### src/qm_types_pkg.sv
`default_nettype none

package qm_types_pkg;

  // **************************************************
  // queue state sizing
  // **************************************************
  localparam int queue_count       = 8;
  localparam int queue_num_width   = $clog2(queue_count);
  localparam int queue_index_width = 16;
  localparam int dma_addr_width    = 32;
  localparam int log_size_width    = 4;
  localparam int msi_num_width     = 16;

  typedef logic [queue_num_width-1:0]   queue_num_t;    // queue number
  typedef logic [queue_index_width-1:0] queue_index_t;  // ring pointer
  typedef logic [dma_addr_width-1:0]    dma_addr_t;
  typedef logic [log_size_width-1:0]    log_size_t;     // log2 of ring entries
  typedef logic [msi_num_width-1:0]     msi_num_t;

  // entry sizes in host memory
  localparam int desc_log2_bytes = 4;  // 16 byte descriptor
  localparam int cpl_log2_bytes  = 5;  // 32 byte completion record

endpackage

`default_nettype wire

### src/qm_regmap_pkg.sv
`default_nettype none

package qm_regmap_pkg;

  typedef logic [15:0] reg_addr_t;    // byte address
  typedef logic [31:0] reg_data_t;
  typedef logic [3:0]  reg_strb_t;
  typedef logic [3:0]  reg_offset_t;  // word inside one queue block

  // 64 bytes per queue, 4 bytes per word
  localparam int queue_block_log2_bytes = 6;
  localparam int word_log2_bytes        = 2;

  // **************************************************
  // word offsets inside a queue block
  // **************************************************
  localparam reg_offset_t reg_desc_base = 4'h0;
  localparam reg_offset_t reg_desc_ctrl = 4'h2;
  localparam reg_offset_t reg_desc_head = 4'h4;
  localparam reg_offset_t reg_desc_tail = 4'h6;
  localparam reg_offset_t reg_cpl_base  = 4'h8;
  localparam reg_offset_t reg_cpl_ctrl  = 4'ha;
  localparam reg_offset_t reg_cpl_irq   = 4'hb;
  localparam reg_offset_t reg_cpl_head  = 4'hc;
  localparam reg_offset_t reg_cpl_tail  = 4'he;

  // field positions
  localparam int enable_bit = 31;  // active in ctrl, armed in irq
  localparam int size_msb   = 3;   // log size in [3:0]
  localparam int msi_msb    = 15;  // vector in [15:0]

endpackage

`default_nettype wire

### src/qm_state_if.sv
`timescale 1ns/1ps
`default_nettype none

// one table port, granted to a single requester per cycle
interface table_access_if;
  qm_types_pkg::queue_num_t   qnum;
  qm_regmap_pkg::reg_offset_t offset;
  qm_regmap_pkg::reg_data_t   wdata;
  qm_regmap_pkg::reg_strb_t   wstrb;
  logic                       wr_en;      // register write taken
  logic                       deq_en;     // dequeue taken
  logic                       finish_en;  // completion finish taken

  modport host (output qnum, offset, wdata, wstrb, wr_en, deq_en, finish_en);
  modport tbl  (input qnum, offset, wdata, wstrb, wr_en, deq_en, finish_en);
endinterface

// descriptor queue state of the selected queue
interface desc_state_if;
  qm_types_pkg::dma_addr_t    base;
  qm_types_pkg::log_size_t    log_size;
  logic                       active;
  qm_types_pkg::queue_index_t head;
  qm_types_pkg::queue_index_t tail;

  modport source (output base, log_size, active, head, tail);
  modport sink   (input base, log_size, active, head, tail);
endinterface

// completion queue state of the selected queue
interface cpl_state_if;
  qm_types_pkg::dma_addr_t    base;
  qm_types_pkg::log_size_t    log_size;
  logic                       active;
  logic                       armed;
  qm_types_pkg::msi_num_t     msi;
  qm_types_pkg::queue_index_t head;
  qm_types_pkg::queue_index_t active_head;  // next slot handed out
  qm_types_pkg::queue_index_t tail;

  modport source (output base, log_size, active, armed, msi, head, active_head, tail);
  modport sink   (input base, log_size, active, armed, msi, head, active_head, tail);
endinterface

`default_nettype wire

### src/qm_host_port.sv
`timescale 1ns/1ps
`default_nettype none

module qm_host_port (
  input  qm_regmap_pkg::reg_addr_t reg_waddr,
  input  qm_regmap_pkg::reg_data_t reg_wdata,
  input  qm_regmap_pkg::reg_strb_t reg_wstrb,
  input  logic                     reg_wvalid,
  input  qm_regmap_pkg::reg_addr_t reg_raddr,
  input  logic                     reg_rvalid,
  output logic                     reg_rready,
  output qm_regmap_pkg::reg_data_t reg_rdata,
  input  qm_types_pkg::queue_num_t deq_req_qnum,
  input  logic                     deq_req_valid,
  output logic                     deq_req_ready,
  input  qm_types_pkg::queue_num_t cpl_finish_qnum,
  input  logic                     cpl_finish_valid,
  output logic                     cpl_finish_ready,
  table_access_if.host             acc,
  desc_state_if.sink               desc,
  cpl_state_if.sink                cpl
);

  logic                     rd_en;
  logic                     reg_sel;   // register access owns the port
  qm_regmap_pkg::reg_addr_t reg_addr;

  // **************************************************
  // grant in fixed order write, read, dequeue, finish
  // **************************************************
  assign reg_rready       = !reg_wvalid;  // writes never stall
  assign rd_en            = reg_rvalid && reg_rready;
  assign reg_sel          = reg_wvalid || rd_en;
  assign deq_req_ready    = !reg_sel;
  assign cpl_finish_ready = !reg_sel && !acc.deq_en;

  assign acc.wr_en     = reg_wvalid;
  assign acc.deq_en    = deq_req_valid && deq_req_ready;
  assign acc.finish_en = cpl_finish_valid && cpl_finish_ready;

  // address decode of the granted register access
  assign reg_addr   = reg_wvalid ? reg_waddr : reg_raddr;
  assign acc.offset =
    qm_regmap_pkg::reg_offset_t'(reg_addr >> qm_regmap_pkg::word_log2_bytes);
  assign acc.wdata  = reg_wdata;
  assign acc.wstrb  = reg_wstrb;

  always_comb begin
    if (reg_sel) begin
      acc.qnum = qm_types_pkg::queue_num_t'(reg_addr >> qm_regmap_pkg::queue_block_log2_bytes);
    end else if (acc.deq_en) begin
      acc.qnum = deq_req_qnum;
    end else if (acc.finish_en) begin
      acc.qnum = cpl_finish_qnum;
    end else begin
      acc.qnum = '0;
    end
  end

  // **************************************************
  // readback formatting
  // **************************************************
  always_comb begin
    reg_rdata = '0;  // unmapped words read zero
    case (acc.offset)
      qm_regmap_pkg::reg_desc_base: reg_rdata = desc.base;
      qm_regmap_pkg::reg_desc_ctrl: begin
        reg_rdata[qm_regmap_pkg::enable_bit]   = desc.active;
        reg_rdata[qm_regmap_pkg::size_msb:0] = desc.log_size;
      end
      qm_regmap_pkg::reg_desc_head: reg_rdata = qm_regmap_pkg::reg_data_t'(desc.head);
      qm_regmap_pkg::reg_desc_tail: reg_rdata = qm_regmap_pkg::reg_data_t'(desc.tail);
      qm_regmap_pkg::reg_cpl_base:  reg_rdata = cpl.base;
      qm_regmap_pkg::reg_cpl_ctrl: begin
        reg_rdata[qm_regmap_pkg::enable_bit]   = cpl.active;
        reg_rdata[qm_regmap_pkg::size_msb:0] = cpl.log_size;
      end
      qm_regmap_pkg::reg_cpl_irq: begin
        reg_rdata[qm_regmap_pkg::enable_bit] = cpl.armed;
        reg_rdata[qm_regmap_pkg::msi_msb:0]  = cpl.msi;
      end
      qm_regmap_pkg::reg_cpl_head:  reg_rdata = qm_regmap_pkg::reg_data_t'(cpl.head);
      qm_regmap_pkg::reg_cpl_tail:  reg_rdata = qm_regmap_pkg::reg_data_t'(cpl.tail);
      default: ;
    endcase
  end

endmodule

`default_nettype wire

### src/desc_queue_table.sv
`timescale 1ns/1ps
`default_nettype none

module desc_queue_table (
  input  logic                     clk,
  input  logic                     rst_n,
  table_access_if.tbl              acc,
  input  logic                     dequeue_advance,
  desc_state_if.source             st,
  output logic                     doorbell_valid,
  output qm_types_pkg::queue_num_t doorbell_qnum
);

  qm_types_pkg::dma_addr_t    base_q     [qm_types_pkg::queue_count];
  qm_types_pkg::log_size_t    log_size_q [qm_types_pkg::queue_count];
  logic                       active_q   [qm_types_pkg::queue_count];
  qm_types_pkg::queue_index_t head_q     [qm_types_pkg::queue_count];
  qm_types_pkg::queue_index_t tail_q     [qm_types_pkg::queue_count];

  qm_types_pkg::queue_index_t wr_index;  // write data as a pointer

  assign wr_index = qm_types_pkg::queue_index_t'(acc.wdata);

  // selected queue out to readback and resolver
  assign st.base     = base_q[acc.qnum];
  assign st.log_size = log_size_q[acc.qnum];
  assign st.active   = active_q[acc.qnum];
  assign st.head     = head_q[acc.qnum];
  assign st.tail     = tail_q[acc.qnum];

  // **************************************************
  // register writes and tail advance
  // **************************************************
  always_ff @(posedge clk or negedge rst_n) begin
    if (!rst_n) begin
      for (int i = 0; i < qm_types_pkg::queue_count; i++) begin
        base_q[i]     <= '0;
        log_size_q[i] <= '0;
        active_q[i]   <= 1'b0;
        head_q[i]     <= '0;
        tail_q[i]     <= '0;
      end
    end else if (acc.wr_en) begin
      case (acc.offset)
        qm_regmap_pkg::reg_desc_base: if (!st.active) base_q[acc.qnum] <= acc.wdata;
        qm_regmap_pkg::reg_desc_ctrl: begin
          if (!st.active && acc.wstrb[0]) begin
            log_size_q[acc.qnum] <= acc.wdata[qm_regmap_pkg::size_msb:0];
          end
          if (acc.wstrb[3]) active_q[acc.qnum] <= acc.wdata[qm_regmap_pkg::enable_bit];
        end
        qm_regmap_pkg::reg_desc_head: head_q[acc.qnum] <= wr_index;  // producer index
        qm_regmap_pkg::reg_desc_tail: if (!st.active) tail_q[acc.qnum] <= wr_index;
        default: ;
      endcase
    end else if (dequeue_advance) begin
      tail_q[acc.qnum] <= st.tail + 1'b1;  // one descriptor consumed
    end
  end

  // new producer index on a live queue
  assign doorbell_valid = acc.wr_en && acc.offset == qm_regmap_pkg::reg_desc_head &&
                          st.active && st.head != wr_index;
  assign doorbell_qnum  = acc.qnum;

endmodule

`default_nettype wire

### src/cpl_queue_table.sv
`timescale 1ns/1ps
`default_nettype none

module cpl_queue_table (
  input  logic        clk,
  input  logic        rst_n,
  table_access_if.tbl acc,
  input  logic        dequeue_advance,
  cpl_state_if.source st
);

  qm_types_pkg::dma_addr_t    base_q        [qm_types_pkg::queue_count];
  qm_types_pkg::log_size_t    log_size_q    [qm_types_pkg::queue_count];
  logic                       active_q      [qm_types_pkg::queue_count];
  logic                       armed_q       [qm_types_pkg::queue_count];
  qm_types_pkg::msi_num_t     msi_q         [qm_types_pkg::queue_count];
  qm_types_pkg::queue_index_t head_q        [qm_types_pkg::queue_count];
  qm_types_pkg::queue_index_t active_head_q [qm_types_pkg::queue_count];
  qm_types_pkg::queue_index_t tail_q        [qm_types_pkg::queue_count];

  qm_types_pkg::queue_index_t wr_index;

  assign wr_index = qm_types_pkg::queue_index_t'(acc.wdata);

  assign st.base        = base_q[acc.qnum];
  assign st.log_size    = log_size_q[acc.qnum];
  assign st.active      = active_q[acc.qnum];
  assign st.armed       = armed_q[acc.qnum];
  assign st.msi         = msi_q[acc.qnum];
  assign st.head        = head_q[acc.qnum];
  assign st.active_head = active_head_q[acc.qnum];
  assign st.tail        = tail_q[acc.qnum];

  // **************************************************
  // register writes and head advances
  // **************************************************
  always_ff @(posedge clk or negedge rst_n) begin
    if (!rst_n) begin
      for (int i = 0; i < qm_types_pkg::queue_count; i++) begin
        base_q[i]        <= '0;
        log_size_q[i]    <= '0;
        active_q[i]      <= 1'b0;
        armed_q[i]       <= 1'b0;
        msi_q[i]         <= '0;
        head_q[i]        <= '0;
        active_head_q[i] <= '0;
        tail_q[i]        <= '0;
      end
    end else if (acc.wr_en) begin
      case (acc.offset)
        qm_regmap_pkg::reg_cpl_base: if (!st.active) base_q[acc.qnum] <= acc.wdata;
        qm_regmap_pkg::reg_cpl_ctrl: begin
          if (!st.active && acc.wstrb[0]) begin
            log_size_q[acc.qnum] <= acc.wdata[qm_regmap_pkg::size_msb:0];
          end
          if (acc.wstrb[3]) active_q[acc.qnum] <= acc.wdata[qm_regmap_pkg::enable_bit];
        end
        qm_regmap_pkg::reg_cpl_irq: begin
          if (!st.active) msi_q[acc.qnum] <= acc.wdata[qm_regmap_pkg::msi_msb:0];
          if (acc.wstrb[3]) armed_q[acc.qnum] <= acc.wdata[qm_regmap_pkg::enable_bit];
        end
        qm_regmap_pkg::reg_cpl_head: begin
          if (!st.active) begin  // both heads restart together
            head_q[acc.qnum]        <= wr_index;
            active_head_q[acc.qnum] <= wr_index;
          end
        end
        qm_regmap_pkg::reg_cpl_tail: tail_q[acc.qnum] <= wr_index;  // host consumed
        default: ;
      endcase
    end else if (dequeue_advance) begin
      active_head_q[acc.qnum] <= st.active_head + 1'b1;  // slot reserved
    end else if (acc.finish_en) begin
      head_q[acc.qnum] <= st.head + 1'b1;  // record written
    end
  end

endmodule

`default_nettype wire

### src/dequeue_resolver.sv
`timescale 1ns/1ps
`default_nettype none

module dequeue_resolver (
  input  logic                       deq_en,
  input  qm_types_pkg::queue_num_t   qnum,
  desc_state_if.sink                 desc,
  cpl_state_if.sink                  cpl,
  output logic                       dequeue_advance,
  output logic                       deq_resp_valid,
  output qm_types_pkg::queue_num_t   deq_resp_qnum,
  output qm_types_pkg::queue_index_t deq_resp_qindex,
  output qm_types_pkg::dma_addr_t    deq_resp_desc_addr,
  output qm_types_pkg::dma_addr_t    deq_resp_cpl_addr,
  output qm_types_pkg::msi_num_t     deq_resp_msi,
  output logic                       deq_resp_ok
);

  // pointer bits at and above the ring size
  function automatic qm_types_pkg::queue_index_t wrap_mask(qm_types_pkg::log_size_t log_size);
    return ~qm_types_pkg::queue_index_t'(0) << log_size;
  endfunction

  logic                       desc_empty;
  logic                       idle_full;
  logic                       active_full;
  qm_types_pkg::queue_index_t idle_dist;
  qm_types_pkg::queue_index_t active_dist;
  qm_types_pkg::queue_index_t desc_slot;
  qm_types_pkg::queue_index_t cpl_slot;

  assign desc_empty  = desc.head == desc.tail || !desc.active;
  assign idle_dist   = cpl.head - cpl.tail;
  assign active_dist = cpl.active_head - cpl.tail;
  assign idle_full   = (idle_dist & wrap_mask(cpl.log_size)) != '0 || !cpl.active;
  assign active_full = (active_dist & wrap_mask(cpl.log_size)) != '0 || !cpl.active;

  assign deq_resp_ok     = !desc_empty && !(idle_full && active_full) && cpl.armed;
  assign dequeue_advance = deq_en && deq_resp_ok;

  // ring slots turned into host addresses
  assign desc_slot = desc.tail & ~wrap_mask(desc.log_size);
  assign cpl_slot  = cpl.active_head & ~wrap_mask(cpl.log_size);
  assign deq_resp_desc_addr =
    desc.base + (qm_types_pkg::dma_addr_t'(desc_slot) << qm_types_pkg::desc_log2_bytes);
  assign deq_resp_cpl_addr =
    cpl.base + (qm_types_pkg::dma_addr_t'(cpl_slot) << qm_types_pkg::cpl_log2_bytes);

  assign deq_resp_valid  = deq_en;
  assign deq_resp_qnum   = qnum;
  assign deq_resp_qindex = desc.tail;
  assign deq_resp_msi    = cpl.msi;

endmodule

`default_nettype wire

### src/queue_manager.sv
`timescale 1ns/1ps
`default_nettype none

module queue_manager (
  input  logic                       clk,
  input  logic                       rst_n,
  // register port
  input  qm_regmap_pkg::reg_addr_t   reg_waddr,
  input  qm_regmap_pkg::reg_data_t   reg_wdata,
  input  qm_regmap_pkg::reg_strb_t   reg_wstrb,
  input  logic                       reg_wvalid,
  input  qm_regmap_pkg::reg_addr_t   reg_raddr,
  input  logic                       reg_rvalid,
  output logic                       reg_rready,
  output qm_regmap_pkg::reg_data_t   reg_rdata,
  // descriptor fetch
  input  qm_types_pkg::queue_num_t   deq_req_qnum,
  input  logic                       deq_req_valid,
  output logic                       deq_req_ready,
  output logic                       deq_resp_valid,
  output qm_types_pkg::queue_num_t   deq_resp_qnum,
  output qm_types_pkg::queue_index_t deq_resp_qindex,
  output qm_types_pkg::dma_addr_t    deq_resp_desc_addr,
  output qm_types_pkg::dma_addr_t    deq_resp_cpl_addr,
  output qm_types_pkg::msi_num_t     deq_resp_msi,
  output logic                       deq_resp_ok,
  output logic                       doorbell_valid,
  output qm_types_pkg::queue_num_t   doorbell_qnum,
  // completion finish
  input  qm_types_pkg::queue_num_t   cpl_finish_qnum,
  input  logic                       cpl_finish_valid,
  output logic                       cpl_finish_ready
);

  table_access_if tbl_acc ();
  desc_state_if   desc_st ();
  cpl_state_if    cpl_st ();
  logic           dequeue_advance;

  qm_host_port host_port_i (
    .reg_waddr, .reg_wdata, .reg_wstrb, .reg_wvalid,
    .reg_raddr, .reg_rvalid, .reg_rready, .reg_rdata,
    .deq_req_qnum, .deq_req_valid, .deq_req_ready,
    .cpl_finish_qnum, .cpl_finish_valid, .cpl_finish_ready,
    .acc(tbl_acc.host), .desc(desc_st.sink), .cpl(cpl_st.sink)
  );

  desc_queue_table desc_table_i (
    .clk, .rst_n, .acc(tbl_acc.tbl), .dequeue_advance,
    .st(desc_st.source), .doorbell_valid, .doorbell_qnum
  );

  cpl_queue_table cpl_table_i (
    .clk, .rst_n, .acc(tbl_acc.tbl), .dequeue_advance, .st(cpl_st.source)
  );

  dequeue_resolver resolver_i (
    .deq_en(tbl_acc.deq_en), .qnum(tbl_acc.qnum),
    .desc(desc_st.sink), .cpl(cpl_st.sink), .dequeue_advance,
    .deq_resp_valid, .deq_resp_qnum, .deq_resp_qindex, .deq_resp_desc_addr,
    .deq_resp_cpl_addr, .deq_resp_msi, .deq_resp_ok
  );

endmodule

`default_nettype wire

### config.mk
export PLATFORM = sky130hd
export DESIGN_NAME = queue_manager
export DESIGN_NICKNAME = d
export VERILOG_FILES = /design/src/qm_types_pkg.sv /design/src/qm_regmap_pkg.sv /design/src/qm_state_if.sv /design/src/qm_host_port.sv /design/src/desc_queue_table.sv /design/src/cpl_queue_table.sv /design/src/dequeue_resolver.sv /design/src/queue_manager.sv
export SDC_FILE = /design/constraint.sdc
export NUM_CORES = 2
export LEC_CHECK = 0
export ABC_AREA = 1
export ABC_CLOCK_PERIOD_IN_PS = 34900
export BUFFER_PORTS_ARGS = -buffer_cell sky130_fd_sc_hd__buf_4
export CORE_MARGIN = 4
export CORE_UTILIZATION = 50
export CTS_BUF_LIST = sky130_fd_sc_hd__clkbuf_16
export DETAILED_ROUTE_END_ITERATION = 7
export HOLD_SLACK_MARGIN = 0.03
export PLACE_DENSITY = 0.66
export SLEW_MARGIN = 5
export SYNTH_ARGS = -nofsm -noshare
export SYNTH_HDL_FRONTEND = slang
export SYNTH_HIERARCHICAL = 1
export SYNTH_SLANG_ARGS = --single-unit
### constraint.sdc
create_clock -name clk -period 34.9 [get_ports clk]
set_input_delay 10.47 -clock clk [delete_from_list [all_inputs] [get_ports clk]]
set_output_delay 10.47 -clock clk [all_outputs]
set_load 0.01 [all_outputs]
## After elaboration in Yosys (flattened, before gate mapping)

Index checks and enable logic that the tools add are counted.

- Flip-flop bits (word level): 1368
- Input bits: 80
- Output and inout bits: 140
- Logic and storage cells: 266

- Add/sub/neg operators: 7
- Order comparisons: 2
- Equal/unequal tests: 15
- Shifts and indexed selects: 2
- Multiplexer cells: 84
- Bitwise gates (word level): 9
- Reduce and logical (&&, ||, !) cells: 43

Operators by type and width:

| cell | number |
|---|---|
| 2-to-1 mux 128 bit | 13 |
| bitwise mux 128 bit | 9 |
| bitwise mux 256 bit | 2 |
| binary-select mux 16 bit (select 3 bit) | 6 |
| 2-to-1 mux 16 bit | 13 |
| binary-select mux 32 bit (select 3 bit) | 2 |
| 2-to-1 mux 32 bit | 5 |
| demux 32 bit (select 3 bit) | 1 |
| case mux 12 bit (7 select lines) | 1 |
| AND 16 bit | 4 |
| bitwise mux 32 bit | 2 |
| adder 16 x 1 -> 16 bit, second input constant | 3 |
| demux 16 bit (select 3 bit) | 1 |
| case mux 4 bit (9 select lines) | 1 |
| adder 32 x 20 -> 32 bit | 1 |
| adder 32 x 21 -> 32 bit | 1 |
| NOT 16 bit | 2 |
| nonzero test 16 bit | 2 |
| << shifter 16 x 4 -> 16 bit, first input constant | 2 |
| subtractor 16 bit | 2 |
| case mux 15 bit (2 select lines) | 1 |
| AND reduction 3 bit | 10 |
| binary-select mux 4 bit (select 3 bit) | 2 |
| bitwise mux 8 bit | 3 |
| 26 further kinds | 73 |

## Logic depth before layout (Yosys ltp)

- Word-level depth: 26
- Mapped depth: 41
- Mapped depth without buffers: 36

## By module

The synthesis kept the hierarchy.

Modules (own cells, without submodules):

| module | instances | cells an instance | area an instance (um2) | sequential area each (um2) |
|---|---|---|---|---|
| cpl_queue_table | 1 | 4650 | 38105.3 | 20419.6 |
| desc_queue_table | 1 | 3202 | 25525.7 | 13813.2 |
| dequeue_resolver | 1 | 897 | 4874.7 | 0.0 |
| qm_host_port | 1 | 396 | 1960.6 | 0.0 |

## Least setup slack after synthesis

OpenSTA, ideal clock, no wires.

- Path kind: input -> output
- Start point: in reg_wvalid
- End point: out deq_resp_cpl_addr[29]
- Data arrival time: 15.279 ns
- Data required time: 24.430 ns
- Path slack: 9.151 ns
- Stages: 29
- Path buffers: 7
- Cells stage by stage: buf_4 > nor2_1 > inv_1 > nor2_1 > nand2_1 > nand4_1 > buf_4 > buf_4 > buf_2 > nand2_1 > inv_1 > clkbuf_1 > buf_1 > nand2_1 > o2111ai_1 > nor2_2 > buf_6 > a21oi_1 > ha_1 > inv_1 > fa_1 > o21ai_2 > a21oi_2 > o21ai_2 > nand3_1 > nand2_1 > nand2_1 > nor2_1 > xor2_1

- Word-level cells in the longest chain between the ends: 19
- Elaborated cells on any way between the ends: 26
- Those cells by class: add/sub: 1; shift: 1; mux: 13; bitwise: 3; reduce/logical: 8

RTL lines:

| item | line | source |
|---|---|---|
| start: declaration | queue_manager.sv:11 | `input logic reg_wvalid,` |
| zero test 1 bit | qm_host_port.sv:31 | `assign reg_rready = !reg_wvalid;` |
| logical AND 1 bit | qm_host_port.sv:32 | `assign rd_en = reg_rvalid && reg_rready;` |
| logical OR 1 bit * | qm_host_port.sv:33 | `assign reg_sel = reg_wvalid \|\| rd_en;` |
| zero test 1 bit * | qm_host_port.sv:34 | `assign deq_req_ready = !reg_sel;` |
| net deq_req_ready | queue_manager.sv:19 | `output logic deq_req_ready,` |
| logical AND 1 bit * | qm_host_port.sv:38 | `assign acc.deq_en = deq_req_valid && deq_req_ready;` |
| net tbl_acc.deq_en | qm_state_if.sv:11 | `logic deq_en;` |
| zero test 1 bit | qm_host_port.sv:35 | `assign cpl_finish_ready = !reg_sel && !acc.deq_en;` |
| [5 not listed] | -- |  |
| net tbl_acc.qnum[0] | qm_state_if.sv:6 | `qm_types_pkg::queue_num_t qnum;` |
| NOT 3 -> 4 bit (not written as such) * | cpl_queue_table.sv:26 | `assign st.log_size = log_size_q[acc.qnum];` |
| binary-select mux 4 bit (select 3 bit) * | cpl_queue_table.sv:26 |  |
| 2-to-1 mux 4 bit (not written as such) * (2 in a row) | cpl_queue_table.sv:26 |  |
| net cpl_st.log_size[2] | qm_state_if.sv:33 | `qm_types_pkg::log_size_t log_size;` |
| << shifter 16 x 4 -> 16 bit * | dequeue_resolver.sv:21 | `return ~qm_types_pkg::queue_index_t'(0) << log_size;` |
| NOT 16 bit * | dequeue_resolver.sv:43 | `assign cpl_slot = cpl.active_head & ~wrap_mask(cpl.log_size);` |
| AND 16 bit * | dequeue_resolver.sv:43 |  |
| adder 32 x 21 -> 32 bit * | dequeue_resolver.sv:47 | `cpl.base + (qm_types_pkg::dma_addr_t'(cpl_slot) << qm_types_pkg::cpl_log2_bytes);` |
| end: declaration | queue_manager.sv:24 | `output qm_types_pkg::dma_addr_t deq_resp_cpl_addr,` |

Mark *: on every way through the listed nets, which the timed path passes. The rest lies on a longest branch. The select of a mux whose other input is x is not followed.

## Worst setup path after layout

- Start point: in reg_wvalid
- End point: out deq_resp_cpl_addr[26]

- Word-level cells in the longest chain between the ends: 19
- Elaborated cells on any way between the ends: 26
- Those cells by class: add/sub: 1; shift: 1; mux: 13; bitwise: 3; reduce/logical: 8

RTL lines:

| item | line | source |
|---|---|---|
| zero test 1 bit | qm_host_port.sv:31 |  |
| logical AND 1 bit | qm_host_port.sv:32 |  |
| logical OR 1 bit * | qm_host_port.sv:33 |  |
| zero test 1 bit * | qm_host_port.sv:34, qm_host_port.sv:35 |  |
| logical AND 1 bit | qm_host_port.sv:38 |  |
| zero test 1 bit | qm_host_port.sv:35 |  |
| logical AND 1 bit * | qm_host_port.sv:35 |  |
| logical AND 1 bit * | qm_host_port.sv:39 | `assign acc.finish_en = cpl_finish_valid && cpl_finish_ready;` |
| net tbl_acc.finish_en | qm_state_if.sv:12 | `logic finish_en;` |
| [3 not listed] | -- |  |
| NOT 3 -> 4 bit (not written as such) * | cpl_queue_table.sv:26 |  |
| binary-select mux 4 bit (select 3 bit) * | cpl_queue_table.sv:26 |  |
| 2-to-1 mux 4 bit (not written as such) * (2 in a row) | cpl_queue_table.sv:26 |  |
| net cpl_st.log_size[2] | qm_state_if.sv:33 |  |
| << shifter 16 x 4 -> 16 bit * | dequeue_resolver.sv:21 |  |
| NOT 16 bit * | dequeue_resolver.sv:43 |  |
| AND 16 bit * | dequeue_resolver.sv:43 |  |
| adder 32 x 21 -> 32 bit * | dequeue_resolver.sv:47 |  |

Marks and branches as above.

==> impl_metrics.sql <==
INSERT INTO impl_metrics (metric_group, metric, value, unit) VALUES
('critical_path', 'worstPathMaxFanout', '103', ''),
('routing', 'detail-route-antenna-nets', '0', ''),
('critical_path', 'cp_data_arrival_time', '17.82', 'ns'),
('routing', 'routed_wirelength', '253', 'mm'),
('power_and_ir_drop', 'p_per_area', '60.0', 'nW/um^2'),
('min_path', 'worst_hold_startpoint', 'desc_table_i/tail_q[77]$_DFFE_PN0P_', ''),
('die', 'dieArea', '147000', 'sq um'),
('critical_path', 'worstSetupEndpointType', 'output port', ''),
('critical_path', 'critical_path.most_common_cell', 'sky130_fd_sc_hd__nand2_1', ''),
('die', 'core_region', '140000', 'sq um'),
('clock_tree', 'clkSlewWorstSetupHoldPaths', '0.05', 'ns'),
('sta', 'tightestPinTransition', '1.27', 'ns'),
('placement', 'finalWeightedCongestion', '0.923', ''),
('clock_tree', 'clock_path_buffers', '3', ''),
('critical_path', 'critPathTopFamily', 'simple AND/OR/NAND/NOR gates', ''),
('critical_path', 'r2r_start', 'cpl_table_i/tail_q[32]$_DFFE_PN0P_', ''),
('min_path', 'hold-path-cell-count', '2', ''),
('die', 'die_y', '383', 'um'),
('sta', 'finalWorstPathRequiredPeriod', '28.29', 'ns'),
('critical_path', 'crit_required', '24.43', 'ns'),
('sta', 'skew', '0.0324', 'ns'),
('clock_tree', 'cts-resized-gates', '0', ''),
('critical_path', 'worst_r2r_path_depth', '25', ''),
('min_path', 'holdCritPathClass', 'reg -> reg', ''),
('logic_synthesis', 'synthCells', '9143', ''),
('sta', 'final-setup-viol-count', '0', ''),
('logic_synthesis', 'postSynthNetCount', '9290', ''),
('placement', 'portBuffers', '199', ''),
('critical_path', 'worst-r2r-setup-slack', '28.72', 'ns'),
('power_and_ir_drop', 'leakagePower', '38.4', 'nW'),
('grt', 'grt_overflow_total', '0', ''),
('grt', 'grt_pass1_wl', '379', 'mm'),
('critical_path', 'critPathSlowestCell', 'sky130_fd_sc_hd__nor2_2', ''),
('die', 'num_rows', '137', ''),
('clock_tree', 'post_cts_hold_buffer_count', '0', ''),
('critical_path', 'timing.rr.end', 'cpl_table_i/head_q[114]$_DFFE_PN0P_', ''),
('sta', 'finalMaxSlewViolations', '0', ''),
('critical_path', 'timing.setup.critical_path_class', 'in -> out', ''),
('outcome', 'outcome', 'finished, final reports clean', ''),
('run', 'maxCapViolations', '0', ''),
('grt', 'grt_start_max_net_pins', '166', ''),
('power_and_ir_drop', 'vdd_drop_max', '0.0518', 'mV'),
('die', 'io_pins', '220', ''),
('sta', 'slew-limit-headroom', '15.2', '%'),
('placement', 'detailedPlacementHpwl', '161', 'mm'),
('clock_tree', 'clock_tree.htree_level_count', '4', ''),
('grt', 'first_global_vias', '59800', ''),
('sta', 'final.setup.tns', '0', 'ns'),
('die', 'die_w', '383', 'um'),
('logic_synthesis', 'syn_area', '70500', 'sq um'),
('routing', 'drt_first_pass_iters', '7', ''),
('clock_tree', 'ctsRootBufferMaster', 'sky130_fd_sc_hd__clkbuf_16', ''),
('logic_synthesis', 'synth.avg_cell_area', '7.71', 'sq um'),
('sta', 'max_freq', '35.4', 'MHz'),
('sta', 'timing.hold.ws', '0.479', 'ns'),
('placement', 'standard_cell_area_after_detailed_placement', '72400', 'sq um'),
('min_path', 'hold_end', 'desc_table_i/tail_q[77]$_DFFE_PN0P_', ''),
('routing', 'drt_first_iter_violations', '8284', ''),
('final_layout', 'final_net_count', '9172', ''),
('routing', 'drc', '0', ''),
('critical_path', 'startpoint_type', 'primary input', ''),
('grt', 'grt.total_usage', '33.9', '%'),
('final_layout', 'syn_to_layout_area_delta', '9.23', '%'),
('sta', 'layout_worst_path_cycle_share', '81.0', '%'),
('critical_path', 'critPathMaxStageDelay', '0.58', 'ns'),
('clock_tree', 'tritoncts.num_buffers', '149', ''),
('logic_synthesis', 'synthesis.yosys.warnings', '6', ''),
('sta', 'rsz0062_at_grt', 'no', ''),
('clock_tree', 'cts_sinks', '1368', ''),
('routing', 'routed_via_count_divided_by_cell_count', '5.86', ''),
('final_layout', 'post_route_cells_drive_above_1_share', '7.84', '%'),
('routing', 'wl_per_cell', '23.0', 'um'),
('routing', 'num_vias', '64600', ''),
('final_layout', 'finish.instance_area', '77000', 'sq um'),
('clock_tree', 'clock_insertion_delay_worst_skew', '0.80', 'ns'),
('die', 'initial_utilization', '50.4', '%'),
('grt', 'antenna_found_initial', '4', ''),
('critical_path', 'crit_buf_inv', '7', ''),
('clock_tree', 'cts_tree', 'done', ''),
('sta', 'finalHoldViolations', '0', ''),
('clock_tree', 'post-cts-setup-buffers', '0', '');
sequential cells by signal, indices dropped and copies added, names as in the netlist, 32 cells and up:
| register | cells |
|---|---|
| desc_table_i/log_size_q | 32 |
| cpl_table_i/head_q | 128 |
| cpl_table_i/active_head_q | 128 |
| cpl_table_i/msi_q | 128 |
| cpl_table_i/tail_q | 128 |
| desc_table_i/tail_q | 128 |
| desc_table_i/head_q | 128 |
| desc_table_i/base_q | 256 |
| cpl_table_i/base_q | 256 |
| cpl_table_i/log_size_q | 32 |
tightest hold or removal path, stage by stage (launching register included):
cell	delay [ns]
sky130_fd_sc_hd__dfrtp_1	0.34
sky130_fd_sc_hd__nand2_1	0.05
sky130_fd_sc_hd__nand2_1	0.05
layer usage:
layer / vias to the layer above / part of all wire, % / global-route usage (%)
li1: 29400 / - / -
met1: 31200 / 41 / 48.3
met2: 3436 / 43 / 49.7
met3: 585 / 12 / 8.66
met4: 4 / 4.2 / 13.3
met5: - / 0.10 / 1.22
layout by cell type, fill, tap and decap left out, types with 16 or more instances in the layout:
cell type / count
sky130_fd_sc_hd__nand2_1: 3090
sky130_fd_sc_hd__dfrtp_1: 1368
sky130_fd_sc_hd__o21ai_0: 859
sky130_fd_sc_hd__nor2_1: 729
sky130_fd_sc_hd__inv_1: 677
sky130_fd_sc_hd__nand3_1: 459
sky130_fd_sc_hd__a21oi_1: 390
sky130_fd_sc_hd__buf_4: 326
sky130_fd_sc_hd__clkbuf_16: 151
sky130_fd_sc_hd__a22oi_1: 103
sky130_fd_sc_hd__o22ai_1: 93
sky130_fd_sc_hd__a221oi_1: 91
sky130_fd_sc_hd__nand4_1: 75
sky130_fd_sc_hd__ha_1: 63
sky130_fd_sc_hd__a31oi_1: 61
sky130_fd_sc_hd__clkinv_1: 54
sky130_fd_sc_hd__o21ai_1: 49
sky130_fd_sc_hd__nand2_2: 47
sky130_fd_sc_hd__xor2_1: 44
sky130_fd_sc_hd__mux2_1: 39
sky130_fd_sc_hd__nor2_2: 31
sky130_fd_sc_hd__nor2_4: 30
sky130_fd_sc_hd__o2111ai_1: 29
sky130_fd_sc_hd__inv_2: 28
sky130_fd_sc_hd__xnor2_1: 28
sky130_fd_sc_hd__a22o_1: 26
sky130_fd_sc_hd__nor3_1: 21
sky130_fd_sc_hd__mux2_2: 19
sky130_fd_sc_hd__o21a_1: 16
stage by stage:
| step | total power, mW | cells | utilization [%] | setup WS, ns |
|---|---|---|---|---|
| 2_1_floorplan | 2.72 | 9143 | - | 9.15 |
| 6_report | 4.61 | 11000 | 55.1 | 6.61 |
| 5_1_grt | 4.85 | 11000 | 55.1 | 6.18 |
| 3_3_place_gp | 3.08 | 10800 | 51.8 | 6.96 |
| 3_5_place_dp | 3.11 | 10800 | 51.8 | 6.90 |
| 4_1_cts | 4.61 | 11000 | 55.1 | 6.85 |
power by group:
part | total, mW | switching (mW) | internal (mW)
clock | 1.50 | 0.668 | 0.832
combinational | 1.13 | 0.773 | 0.357
sequential | 1.98 | 0.124 | 1.86
layout make-up:
cell class              instances  area [sq um]
fillers                     13100         62800
flip-flops and latches       1368         34200
multi-input cells            6494         30700
clock buffers                 151          3780
inverters                     683          2570
repair buffers                329          2510
well taps                    1876          2350
clock inverters               116           781
diodes                          3          7.51
worst max-delay path by stage:
stage / from / endpoint / slack (ns) / cells past startpoint
floorplan: reg_wvalid / deq_resp_cpl_addr[29] / 9.15 / 29
global placement: reg_wvalid / deq_resp_cpl_addr[26] / 6.96 / 26
detailed placement: reg_wvalid / deq_resp_cpl_addr[26] / 6.90 / 26
CTS: reg_wvalid / deq_resp_cpl_addr[26] / 6.85 / 26
global route: reg_wvalid / deq_resp_cpl_addr[26] / 6.18 / 25
finish: reg_wvalid / deq_resp_cpl_addr[26] / 6.61 / 25
Power figures use the tool's default switching activity.
